`config.mk`:
```
export PLATFORM = sky130hd
export DESIGN_NAME = rv_core
export DESIGN_NICKNAME = d
export VERILOG_FILES = /design/src/rtl/rv_pkg.sv /design/src/rtl/control_unit.sv /design/src/rtl/imm_decoder.sv /design/src/rtl/register_file.sv /design/src/rtl/alu.sv /design/src/rtl/pc_unit.sv /design/src/rtl/rv_core.sv
export SDC_FILE = /design/constraint.sdc
export NUM_CORES = 2
export LEC_CHECK = 0
export BUFFER_PORTS_ARGS = -buffer_cell sky130_fd_sc_hd__buf_2
export CORE_UTILIZATION = 40
export CTS_CLUSTER_DIAMETER = 120
export CTS_CLUSTER_SIZE = 24
export DETAILED_ROUTE_END_ITERATION = 6
export SYNTH_ARGS = -nofsm -noshare
export SYNTH_HDL_FRONTEND = slang
export SYNTH_HIERARCHICAL = 1
export SYNTH_SLANG_ARGS = --single-unit
```
`constraint.sdc`:
```
create_clock -name clk -period 36.8 [get_ports clk]
set_clock_uncertainty 0.05 [all_clocks]
set_input_delay 5.52 -clock clk [delete_from_list [all_inputs] [get_ports clk]]
set_output_delay 5.52 -clock clk [all_outputs]
set_load 0.005 [all_outputs]
```
`src/rtl/rv_pkg.sv`:
```
// rv32i core package
// opcodes, alu operation codes, operand select codes, immediate
// formats and the instruction word views shared by the core blocks

package rv_pkg;

    // major opcodes handled by the core
    typedef enum logic [6:0] {
        opc_op     = 7'b0110011,
        opc_op_imm = 7'b0010011,
        opc_lui    = 7'b0110111,
        opc_auipc  = 7'b0010111,
        opc_jal    = 7'b1101111,
        opc_jalr   = 7'b1100111,
        opc_branch = 7'b1100011
    } opcode_e;

    // msb is funct7 bit 30, low three bits are funct3
    typedef enum logic [3:0] {
        alu_add  = 4'b0000,
        alu_sll  = 4'b0001,
        alu_slt  = 4'b0010,
        alu_sltu = 4'b0011,
        alu_xor  = 4'b0100,
        alu_srl  = 4'b0101,
        alu_or   = 4'b0110,
        alu_and  = 4'b0111,
        alu_sub  = 4'b1000,
        alu_sra  = 4'b1101
    } alu_op_e;

    typedef enum logic [2:0] {
        imm_i = 3'd0,
        imm_s = 3'd1,
        imm_b = 3'd2,
        imm_u = 3'd3,
        imm_j = 3'd4
    } imm_fmt_e;

    // alu operand a source
    typedef enum logic {
        alu_a_rs1 = 1'b0,
        alu_a_pc  = 1'b1
    } alu_a_sel_e;

    // alu operand b source
    typedef enum logic [1:0] {
        alu_b_rs2  = 2'b00,
        alu_b_imm  = 2'b01,
        alu_b_four = 2'b10
    } alu_b_sel_e;

    // next pc addend and base
    typedef enum logic {
        pc_a_four = 1'b0,
        pc_a_imm  = 1'b1
    } pc_a_sel_e;

    typedef enum logic {
        pc_b_pc  = 1'b0,
        pc_b_rs1 = 1'b1
    } pc_b_sel_e;

    typedef struct packed {
        logic [6:0] funct7;
        logic [4:0] rs2;
        logic [4:0] rs1;
        logic [2:0] funct3;
        logic [4:0] rd;
        logic [6:0] opcode;
    } inst_r_t;

    typedef struct packed {
        logic [11:0] imm12;
        logic [4:0]  rs1;
        logic [2:0]  funct3;
        logic [4:0]  rd;
        logic [6:0]  opcode;
    } inst_i_t;

    // stores and branches split their immediate around rs2/rs1
    typedef struct packed {
        logic [6:0] imm_hi;
        logic [4:0] rs2;
        logic [4:0] rs1;
        logic [2:0] funct3;
        logic [4:0] imm_lo;
        logic [6:0] opcode;
    } inst_sb_t;

    typedef struct packed {
        logic [19:0] imm20;
        logic [4:0]  rd;
        logic [6:0]  opcode;
    } inst_uj_t;

    // one fetched word, several decodings
    typedef union packed {
        inst_r_t  r;
        inst_i_t  i;
        inst_sb_t sb;
        inst_uj_t uj;
    } inst_u;

endpackage

```
`src/rtl/control_unit.sv`:
```
// main decoder of the core
// maps opcode and funct fields to operand, alu and pc selects,
// resolves branch conditions from the alu flags

`timescale 1ns/1ps

module control_unit (
    input  logic [6:0]           opcode,
    input  logic [2:0]           funct3,
    input  logic                 funct7_b30,
    input  logic [4:0]           rd,
    input  logic                 less,
    input  logic                 zero,
    output rv_pkg::imm_fmt_e     imm_fmt,
    output rv_pkg::alu_op_e      alu_op,
    output rv_pkg::alu_a_sel_e   alu_a_sel,
    output rv_pkg::alu_b_sel_e   alu_b_sel,
    output rv_pkg::pc_a_sel_e    pc_a_sel,
    output rv_pkg::pc_b_sel_e    pc_b_sel,
    output logic                 clear_lsb,
    output logic                 reg_wen
);

    logic writes;
    logic taken;

    // branch condition, funct3 bit 0 inverts the test
    always_comb begin
        case (funct3[2:1])
            2'b00:   taken = zero;
            2'b10,
            2'b11:   taken = less;
            default: taken = 1'b0;
        endcase
        if (funct3[2:1] != 2'b01) begin
            taken = taken ^ funct3[0];
        end
    end

    always_comb begin
        // defaults give a no-op with sequential pc
        imm_fmt   = rv_pkg::imm_i;
        alu_op    = rv_pkg::alu_add;
        alu_a_sel = rv_pkg::alu_a_rs1;
        alu_b_sel = rv_pkg::alu_b_rs2;
        pc_a_sel  = rv_pkg::pc_a_four;
        pc_b_sel  = rv_pkg::pc_b_pc;
        clear_lsb = 1'b0;
        writes    = 1'b0;

        case (opcode)
            rv_pkg::opc_op: begin
                // bit 30 only legal on add/sub and srl/sra
                if (!funct7_b30 || funct3 == 3'b000 || funct3 == 3'b101) begin
                    alu_op = rv_pkg::alu_op_e'({funct7_b30, funct3});
                    writes = 1'b1;
                end
            end
            rv_pkg::opc_op_imm: begin
                alu_b_sel = rv_pkg::alu_b_imm;
                // bit 30 is immediate data except on shifts
                if (funct3 == 3'b101) begin
                    alu_op = rv_pkg::alu_op_e'({funct7_b30, funct3});
                    writes = 1'b1;
                end else if (funct3 != 3'b001 || !funct7_b30) begin
                    alu_op = rv_pkg::alu_op_e'({1'b0, funct3});
                    writes = 1'b1;
                end
            end
            rv_pkg::opc_lui: begin
                // rs1 port reads x0 for u format, so add passes imm
                imm_fmt   = rv_pkg::imm_u;
                alu_b_sel = rv_pkg::alu_b_imm;
                writes    = 1'b1;
            end
            rv_pkg::opc_auipc: begin
                imm_fmt   = rv_pkg::imm_u;
                alu_a_sel = rv_pkg::alu_a_pc;
                alu_b_sel = rv_pkg::alu_b_imm;
                writes    = 1'b1;
            end
            rv_pkg::opc_jal: begin
                // link value pc + 4 goes through the alu
                imm_fmt   = rv_pkg::imm_j;
                alu_a_sel = rv_pkg::alu_a_pc;
                alu_b_sel = rv_pkg::alu_b_four;
                pc_a_sel  = rv_pkg::pc_a_imm;
                writes    = 1'b1;
            end
            rv_pkg::opc_jalr: begin
                imm_fmt   = rv_pkg::imm_i;
                alu_a_sel = rv_pkg::alu_a_pc;
                alu_b_sel = rv_pkg::alu_b_four;
                pc_a_sel  = rv_pkg::pc_a_imm;
                pc_b_sel  = rv_pkg::pc_b_rs1;
                clear_lsb = 1'b1;
                writes    = 1'b1;
            end
            rv_pkg::opc_branch: begin
                imm_fmt = rv_pkg::imm_b;
                // beq/bne compare by subtraction
                case (funct3[2:1])
                    2'b00:   alu_op = rv_pkg::alu_sub;
                    2'b10:   alu_op = rv_pkg::alu_slt;
                    default: alu_op = rv_pkg::alu_sltu;
                endcase
                if (taken) begin
                    pc_a_sel = rv_pkg::pc_a_imm;
                end
            end
            default: begin
                // unsupported, retire as no-op
                writes = 1'b0;
            end
        endcase
    end

    // x0 never written
    assign reg_wen = writes && (rd != 5'd0);

endmodule

```
`src/rtl/imm_decoder.sv`:
```
// immediate decoder
// gathers the scattered immediate bits of the selected format
// into one sign-extended 32-bit value

`timescale 1ns/1ps

module imm_decoder (
    input  rv_pkg::inst_u    inst,
    input  rv_pkg::imm_fmt_e imm_fmt,
    output logic [31:0]      imm
);

    always_comb begin
        case (imm_fmt)
            rv_pkg::imm_i: begin
                imm = {{20{inst.i.imm12[11]}}, inst.i.imm12};
            end
            rv_pkg::imm_s: begin
                imm = {{20{inst.sb.imm_hi[6]}}, inst.sb.imm_hi, inst.sb.imm_lo};
            end
            rv_pkg::imm_b: begin
                // bit 11 sits in imm_lo[0], lsb always zero
                imm = {{19{inst.sb.imm_hi[6]}}, inst.sb.imm_hi[6], inst.sb.imm_lo[0],
                       inst.sb.imm_hi[5:0], inst.sb.imm_lo[4:1], 1'b0};
            end
            rv_pkg::imm_u: begin
                imm = {inst.uj.imm20, 12'b0};
            end
            rv_pkg::imm_j: begin
                // imm20 holds [20|10:1|11|19:12]
                imm = {{11{inst.uj.imm20[19]}}, inst.uj.imm20[19], inst.uj.imm20[7:0],
                       inst.uj.imm20[8], inst.uj.imm20[18:9], 1'b0};
            end
            default: begin
                imm = 32'd0;
            end
        endcase
    end

endmodule

```
`src/rtl/register_file.sv`:
```
// integer register file
// 32 x 32-bit, two asynchronous read ports and one write port,
// x0 always reads as zero

`timescale 1ns/1ps

module register_file (
    input  logic        clk,
    input  logic [4:0]  raddr_a,
    input  logic [4:0]  raddr_b,
    output logic [31:0] rdata_a,
    output logic [31:0] rdata_b,
    input  logic        wen,
    input  logic [4:0]  waddr,
    input  logic [31:0] wdata
);

    logic [31:0] regs [32];

    // write lands on the retiring edge
    always_ff @(posedge clk) begin
        if (wen) begin
            regs[waddr] <= wdata;
        end
    end

    // x0 forced to zero on read
    assign rdata_a = (raddr_a == 5'd0) ? 32'd0 : regs[raddr_a];
    assign rdata_b = (raddr_b == 5'd0) ? 32'd0 : regs[raddr_b];

endmodule

```
`src/rtl/alu.sv`:
```
// integer alu
// add, sub, shifts, set-less-than and logic operations,
// with compare and zero flags for branch resolution

`timescale 1ns/1ps

module alu (
    input  rv_pkg::alu_op_e alu_op,
    input  logic [31:0]     a,
    input  logic [31:0]     b,
    output logic [31:0]     result,
    output logic            less,
    output logic            zero
);

    logic [4:0] shamt;
    logic       less_s;
    logic       less_u;

    assign shamt  = b[4:0];
    assign less_s = $signed(a) < $signed(b);
    assign less_u = a < b;

    always_comb begin
        case (alu_op)
            rv_pkg::alu_add:  result = a + b;
            rv_pkg::alu_sub:  result = a - b;
            rv_pkg::alu_sll:  result = a << shamt;
            rv_pkg::alu_slt:  result = {31'd0, less_s};
            rv_pkg::alu_sltu: result = {31'd0, less_u};
            rv_pkg::alu_xor:  result = a ^ b;
            rv_pkg::alu_srl:  result = a >> shamt;
            // arithmetic shift keeps the sign
            rv_pkg::alu_sra:  result = $unsigned($signed(a) >>> shamt);
            rv_pkg::alu_or:   result = a | b;
            rv_pkg::alu_and:  result = a & b;
            default:          result = 32'd0;
        endcase
    end

    // unsigned only for sltu, signed otherwise
    assign less = (alu_op == rv_pkg::alu_sltu) ? less_u : less_s;
    assign zero = (result == 32'd0);

endmodule

```
`src/rtl/pc_unit.sv`:
```
// program counter
// next pc is a + b, lsb cleared for jalr targets,
// pc loads reset_pc on reset and the next pc every edge

`timescale 1ns/1ps

module pc_unit #(
    parameter logic [31:0] reset_pc = 32'h8000_0000
) (
    input  logic        clk,
    input  logic        arst_n,
    input  logic [31:0] a,
    input  logic [31:0] b,
    input  logic        clear_lsb,
    output logic [31:0] pc,
    output logic [31:0] dnpc
);

    logic [31:0] sum;

    assign sum  = a + b;
    assign dnpc = {sum[31:1], sum[0] & ~clear_lsb};

    always_ff @(posedge clk or negedge arst_n) begin
        if (!arst_n) begin
            pc <= reset_pc;
        end else begin
            pc <= dnpc;
        end
    end

endmodule

```
`src/rtl/rv_core.sv`:
```
// single-cycle rv32i core top
// splits the fetched word, muxes alu and pc operands, and exposes
// the register write and next pc of each retiring instruction

`timescale 1ns/1ps

module rv_core #(
    parameter logic [31:0] reset_pc = 32'h8000_0000
) (
    input  logic        clk,
    input  logic        arst_n,
    output logic [31:0] imem_addr,
    input  logic [31:0] imem_rdata,
    output logic        wb_en,
    output logic [4:0]  wb_addr,
    output logic [31:0] wb_data,
    output logic [31:0] dnpc
);

    rv_pkg::inst_u      inst;
    logic [4:0]         rs1;
    logic [4:0]         rs2;
    logic [4:0]         rd;
    logic [31:0]        rs1_data;
    logic [31:0]        rs2_data;
    logic [31:0]        imm;
    logic [31:0]        pc;
    logic [31:0]        alu_a;
    logic [31:0]        alu_b;
    logic [31:0]        alu_result;
    logic [31:0]        pc_a;
    logic [31:0]        pc_b;
    logic               less;
    logic               zero;
    logic               reg_wen;
    logic               clear_lsb;
    rv_pkg::imm_fmt_e   imm_fmt;
    rv_pkg::alu_op_e    alu_op;
    rv_pkg::alu_a_sel_e alu_a_sel;
    rv_pkg::alu_b_sel_e alu_b_sel;
    rv_pkg::pc_a_sel_e  pc_a_sel;
    rv_pkg::pc_b_sel_e  pc_b_sel;

    // fetch is a plain combinational read at pc
    assign imem_addr = pc;
    assign inst      = imem_rdata;

    // u format has no rs1 field, read x0 so lui is 0 + imm
    assign rs1 = (imm_fmt == rv_pkg::imm_u) ? 5'd0 : inst.r.rs1;
    assign rs2 = inst.r.rs2;
    assign rd  = inst.r.rd;

    control_unit u_control_unit (
        .opcode     (inst.r.opcode),
        .funct3     (inst.r.funct3),
        .funct7_b30 (inst.r.funct7[5]),
        .rd         (rd),
        .less       (less),
        .zero       (zero),
        .imm_fmt    (imm_fmt),
        .alu_op     (alu_op),
        .alu_a_sel  (alu_a_sel),
        .alu_b_sel  (alu_b_sel),
        .pc_a_sel   (pc_a_sel),
        .pc_b_sel   (pc_b_sel),
        .clear_lsb  (clear_lsb),
        .reg_wen    (reg_wen)
    );

    imm_decoder u_imm_decoder (
        .inst    (inst),
        .imm_fmt (imm_fmt),
        .imm     (imm)
    );

    // no writes while held in reset
    assign wb_en   = reg_wen & arst_n;
    assign wb_addr = rd;
    assign wb_data = alu_result;

    register_file u_register_file (
        .clk     (clk),
        .raddr_a (rs1),
        .raddr_b (rs2),
        .rdata_a (rs1_data),
        .rdata_b (rs2_data),
        .wen     (wb_en),
        .waddr   (rd),
        .wdata   (alu_result)
    );

    // alu operand muxes
    assign alu_a = (alu_a_sel == rv_pkg::alu_a_pc) ? pc : rs1_data;

    always_comb begin
        case (alu_b_sel)
            rv_pkg::alu_b_imm:  alu_b = imm;
            rv_pkg::alu_b_four: alu_b = 32'd4;
            default:            alu_b = rs2_data;
        endcase
    end

    alu u_alu (
        .alu_op (alu_op),
        .a      (alu_a),
        .b      (alu_b),
        .result (alu_result),
        .less   (less),
        .zero   (zero)
    );

    // next pc operands, offset plus base
    assign pc_a = (pc_a_sel == rv_pkg::pc_a_imm) ? imm : 32'd4;
    assign pc_b = (pc_b_sel == rv_pkg::pc_b_rs1) ? rs1_data : pc;

    pc_unit #(
        .reset_pc (reset_pc)
    ) u_pc_unit (
        .clk       (clk),
        .arst_n    (arst_n),
        .a         (pc_a),
        .b         (pc_b),
        .clear_lsb (clear_lsb),
        .pc        (pc),
        .dnpc      (dnpc)
    );

endmodule

```
* Yosys cells after proc, flatten, opt, wreduce, memory -nomap -nowiden *
Memories as Yosys holds them, arrays and structs flattened.
Cells that the tools add are included.

cells by class
  add/subtract/negate cells = 3
  order comparisons = 2
  equal/unequal tests = 27
  shifts and indexed selects = 3
  multiplexer cells = 29
  bitwise logic cells = 7
  reductions and logical operators = 19

operators by type and width
  cell                  count
  $pmux W32 S10         1
  $mux W32              5
  $pmux W32 S5          1
  $add A32 B32 Y32      2
  $lt A32 B32 Y1        2
  $pmux W32 S2          1
  $and A32 B32 Y32      1
  $logic_not A32 Y1     1
  $or A32 B32 Y32       1
  $shl A32 B5 Y32       1
  $shr A32 B5 Y32       1
  $sshr A32 B5 Y32      1
  $sub A32 B32 Y32      1
  $xor A32 B32 Y32      1
  $eq A7 B7 Y1 const B  3
  $eq A4 B3 Y1 const B  4
  $eq A7 B5 Y1 const B  2
  $eq A7 B6 Y1 const B  2
  $pmux W4 S3           1
  $logic_not A5 Y1      2
  $mux W1               10
  $pmux W3 S3           1
  $eq A4 B2 Y1 const B  2
  $eq A4 B4 Y1 const B  2
  28 further kinds      41

storage, ports and cells
  register bits = 32
  bits in writable memories = 1,024
  output and inout port bits = 102
  logic and storage cells = 92
  memories kept = 1

memory list
  name                  depth  width  read ports  clocked after Yosys merged registers in  write ports  line                 RTL
  u_register_file.regs  32     32     2           0                                        1            register_file.sv:18  logic [31:0] regs [32];

* Logic depth before layout (Yosys ltp) *
  depth in word-level cells = 19
  depth in mapped cells = 43
  gate-level depth less buffers = 38

* Modules after synthesis *
The synthesis kept the hierarchy.

by module, submodules not included
  module         times used  cells each  area each (um^2)
  register_file  1           2,400       46,960.0
  alu            1           1,380       9,235.1
  pc_unit        1           277         2,523.7
  rv_core        1           167         1,780.5
  imm_decoder    1           94          540.5
  control_unit   1           44          256.5

* Least setup slack after synthesis *
No wires, ideal clock.

  kind = input to output
  start point = input imem_rdata[4]
  end point = output dnpc[30]
  data arrival time = 14.918 ns
  setup slack = 16.312 ns
  cell stages on the path = 42
  path buffers = 6
  cell sequence = nand3b_1 or3_1 inv_1 and2_1 nand3b_1 and2_1 buf_2 buf_2 buf_2 buf_2 mux4_2 inv_1 a21oi_1 a211o_1 mux2_4 inv_1 ha_1 buf_2 [... 6 more ...] o21ai_0 nor4_1 nand4b_1 nor3_2 xor2_1 a22oi_1 o21ai_0 clkbuf_1 and2_1 ha_1 fa_1 a21o_2 a31o_1 a21boi_4 o21ai_2 a41o_1 a41oi_2 xnor2_1

on the way
  elaborated cells on any way between the ends = 61

RTL lines
  item                                                                   line                 RTL
  from (decl)                                                            rv_core.sv:13        input logic [31:0] imem_rdata,
  $eq A7 B6 Y1 (tied with other cells)                                   control_unit.sv:51   case (opcode)
  $reduce_or A3 Y1 (no line) / $reduce_or A2 Y1 (equally long branches)  -
  $pmux W2 S2 (*)                                                        control_unit.sv:51
  named net alu_b_sel[1]                                                 rv_core.sv:40        rv_pkg::alu_b_sel_e alu_b_sel;
  $eq A2 B2 Y1 / $eq A2 B1 Y1 (equally long branches)                    rv_core.sv:96        case (alu_b_sel)
  $pmux W32 S2 (*)                                                       rv_core.sv:96
  $sub A32 B32 Y32 (tied with other cells)                               alu.sv:27            rv_pkg::alu_sub: result = a - b;
  $pmux W32 S10 (*)                                                      alu.sv:25            case (alu_op)
  named net wb_data[24]                                                  rv_core.sv:16        output logic [31:0] wb_data,
  [... 1 more ...]                                                       -
  named net zero                                                         rv_core.sv:34        logic zero;
  [... 1 more ...]                                                       -
  $xor A1 B1 Y1                                                          control_unit.sv:36   taken = taken ^ funct3[0];
  $mux W1 (*)                                                            control_unit.sv:35   if (funct3[2:1] != 2'b01) begin
  $mux W1 (*)                                                            control_unit.sv:107  if (taken) begin
  $pmux W1 S2 (*)                                                        control_unit.sv:51
  named net pc_a_sel                                                     rv_core.sv:41        rv_pkg::pc_a_sel_e pc_a_sel;
  $mux W32 (*)                                                           rv_core.sv:113       assign pc_a = (pc_a_sel == rv_pkg::pc_a_imm) ? imm : 32'd4;
  named net pc_a[0]                                                      rv_core.sv:31        logic [31:0] pc_a;
  $add A32 B32 Y32 (*)                                                   pc_unit.sv:21        assign sum = a + b;
  to (decl)                                                              rv_core.sv:17        output logic [31:0] dnpc

Mark *: on every way through the listed nets, which the timed path passes. The rest lies on a longest branch.

* Worst setup path after layout *
  start point = input imem_rdata[4]
  end point = output dnpc[27]

on the way
  elaborated cells on any way between the ends = 61

RTL lines
  item                                                                   line
  $eq A7 B6 Y1 (tied with other cells)                                   control_unit.sv:51
  $reduce_or A3 Y1 (no line) / $reduce_or A2 Y1 (equally long branches)  -
  $pmux W2 S2 (*)                                                        control_unit.sv:51
  named net alu_b_sel[1]                                                 rv_core.sv:40
  $eq A2 B2 Y1 / $eq A2 B1 Y1 (equally long branches)                    rv_core.sv:96
  $pmux W32 S2 (*)                                                       rv_core.sv:96
  $sub A32 B32 Y32 (tied with other cells)                               alu.sv:27
  $pmux W32 S10 (*)                                                      alu.sv:25
  [... 1 more ...]                                                       -
  named net zero                                                         rv_core.sv:34
  [... 1 more ...]                                                       -
  $xor A1 B1 Y1                                                          control_unit.sv:36
  $mux W1 (*)                                                            control_unit.sv:35
  $mux W1 (*)                                                            control_unit.sv:107
  $pmux W1 S2 (*)                                                        control_unit.sv:51
  named net pc_a_sel                                                     rv_core.sv:41
  $mux W32 (*)                                                           rv_core.sv:113
  named net pc_a[4]                                                      rv_core.sv:31
  $add A32 B32 Y32 (*)                                                   pc_unit.sv:21

Marks and branches as above.

==> out/metrics.csv <==
stage,metric,value,unit
grt,grt_max_degree,114,
routing,vias_per_cell,6.91,
sta,clock.fmax,0.0383,GHz
layout,layout-drive-gt1-share,0.232,
critical_path,endpoint_kind,output port,
synth,synth-edff-count,1024,
clock_tree,ctsRootBufferMaster,clkbuf_16,
min_path,min_from,u_pc_unit/pc[1],
synth,yosysMostFrequentCell,edfxtp_1,
clock_tree,clkTransAtPathRegs,0.09,ns
layout,fill_cells,13800,
critical_path,reg2reg_depth,31,
clock_tree,ctsHoldBuffers,0,
sta,worstMarginPinSlew,1.52,ns
routing,wl_per_cell,37.6,µm
min_path,hold_path_end,u_pc_unit/pc[1],
layout,syn_to_final_growth,7.45,%
grt,antenna_found_initial,14,
floorplanning,io_pins,136,
critical_path,r2r-end,u_pc_unit/pc[27],
floorplanning,dieHeight,393,µm
synth,synth.yosys.seq_area_share,0.515,
critical_path,arrival,20.57,ns
critical_path,crit_path_start_kind,input pin,
routing,drtIter0Drc,6310,
layout,multiInputGateArea,27800,µm²
place,dp_hpwl,163000,µm
routing,remaining_drc_errors,1,
power_and_ir_drop,max-vdd-ir-drop,0.0448,mV
floorplanning,core.rowCount,143,
grt,grt_pass1_wl,333000,µm
power_and_ir_drop,leakage,22.1,nW
critical_path,r2r-start,u_register_file/regs[15][1],
critical_path,cp_data_required_time,31.23,ns
place,placed_area,64300,µm²
synth,synthArstFlopShare,0.0303,
synth,synthFlopType,edfxtp_1,
min_path,hold_class,register to register,
synth,synth_seq_cells,1056,
critical_path,max_stage_delay,0.84,ns
synth,synth_top_area_cell,edfxtp_1,
clock_tree,cts.repair.resized,0,
place,post-place-cells,6333,
synth,synthCells,4362,
layout,seqCellArea,31600,µm²
sta,slew_headroom,-0.0221,
sta,layout_setup_ws,10.66,ns
grt,grt_use_total,0.303,
place,numPortBuffers,135,
clock_tree,cts.sinks,1056,
synth,yosysTopAreaCellShare,0.502,
grt,grt_overflow,0,
critical_path,crit_path_top_delay_cell,a2111oi_0,
layout,fin_nets,4524,
synth,ys_types,109,
clock_tree,h-tree-depth,2,
critical_path,crit_top_cell,buf_4,
flow_run,maxCapViolCount,2,
sta,drv_slew,2,
routing,ant_nets,0,
synth,synth_nets,4529,
routing,vias,44300,
sta,hold_slack,0.882,ns
critical_path,crit_fanout,89,
clock_tree,clk_path_buf_depth,3,
clock_tree,cts_tree,built,
min_path,whs_path_depth,2,
clock_tree,clkLatencyLatePin,0.74,ns
sta,hold_violations,0,
sta,rsz0062_at_grt,no,
sta,finalCritPeriodShare,0.710,
floorplanning,start_util,0.403,
synth,synthTopCellsByCount,"edfxtp_1, mux4_2, nand2_1",
floorplanning,dieArea,155000,µm²
outcome,violations,"design-rule violations, max-capacitance violations, max-slew violations",
synth,netlist_top_cells_area,"edfxtp_1, mux4_2, mux2i_1, ha_1, a21oi_1",
synth,yosys_warnings,6,
floorplanning,die_x,393,µm
layout,layout.cells.non_filler,6407,
sta,setup_viol,0,
clock_tree,cts_inserted_buffers,52,
outcome,status,finished with violations,
sta,fin_tns_setup,0,ns
place,dpl_worst_slack,11.12,ns
critical_path,critPathKind,input pin to output port,
sta,min_period,26.14,ns
synth,avgSynthCellArea,14.1,µm²
clock_tree,post_cts_buffers,0,
grt,grt_pass1_vias,42800,
synth,syn-cell-area,61300,µm²
routing,drtPass1Iterations,7,
place,gp_congestion,1.03,
critical_path,rrSetupSlack,25.42,ns
layout,final_area,65900,µm²
power_and_ir_drop,cellPowerDensity,48.1,nW/µm²
floorplanning,core_area,152000,µm²
routing,routed_wl,241000,µm
## critical path: cells and delay by family
kind	cells	cell delay, ns
AOI/OAI and AO/OA	12	3.67
xor gates and xnor gates	1	0.12
adders and majority gates	2	0.81
buffers and inverters	9	3.62
muxes	3	1.23
and+or+nand+nor	16	5.18
## registers in the layout (all words and copies together), names as in the netlist
register / flops
u_register_file/regs: 1024
u_pc_unit/pc: 32
## worst max path at each step
stage / start / endpoint / slack, ns / cells past startpoint
after global routing: imem_rdata[5] / dnpc[27] / 10.01 / 43
after global placement: imem_rdata[4] / dnpc[30] / 11.35 / 44
after floorplan: imem_rdata[4] / dnpc[30] / 16.31 / 42
after detailed placement: imem_rdata[4] / dnpc[30] / 11.12 / 44
after CTS: imem_rdata[4] / dnpc[30] / 11.05 / 44
final: imem_rdata[4] / dnpc[27] / 10.66 / 43
## kinds of logic (layout without fill, tap and decap cells)
logic type / after synthesis / after routing / synth area share
DFF: 1056 / 1056 / 0.515
AOI/OAI and AO/OA: 997 / 997 / 0.114
and+or+nand+nor: 835 / 835 / 0.0667
muxes: 805 / 805 / 0.231
buffers and inverters: 488 / 496 / 0.0383
adders and majority gates: 134 / 134 / 0.0277
xor gates and xnor gates: 47 / 47 / 0.00672
other: 0 / 7 / 0
## cell type report
cell class | instances | area share
well taps | 2030 | 0.0386
clock inverters | 8 | 0.00272
repair buffers | 287 | 0.0285
flip-flops and latches | 1056 | 0.479
clock buffers | 59 | 0.0202
inverters | 142 | 0.00813
multi-input cells | 2818 | 0.423
diodes | 7 | 0.000266
## routing by layer
metal,global-route usage,routed length (µm)
met5,0,85
met1,0.394,89900
met3,0.0756,27300
met4,0.170,15800
met2,0.463,108000
## cells in the final DEF (no fill, tap or decap), types with 91 or more instances in the layout
master    instances
a21oi_1         210
a22o_1           91
buf_2           131
buf_4           151
edfxtp_1       1024
ha_1            130
inv_1           136
mux2i_1         226
mux4_2          454
nand2_1         254
nor2_1          169
o21ai_0         111
## stage by stage
| step | util | power [mW] |
|---|---|---|
| 6_report | 0.433 | 3.17 |
| 5_1_grt | 0.433 | 3.26 |
| 3_3_place_gp | 0.423 | 2.51 |
| 3_5_place_dp | 0.423 | 2.51 |
| 4_1_cts | 0.433 | 3.16 |
| 2_1_floorplan | - | 2.08 |
## power breakdown
| part | total [mW] | internal [mW] | switching (mW) |
|---|---|---|---|
| Clock | 0.662 | 0.271 | 0.391 |
| Sequential | 1.51 | 1.48 | 0.0304 |
| Combinational | 0.994 | 0.306 | 0.688 |
| Total | 3.17 | 2.06 | 1.11 |
(Power assumes the default switching activity.)
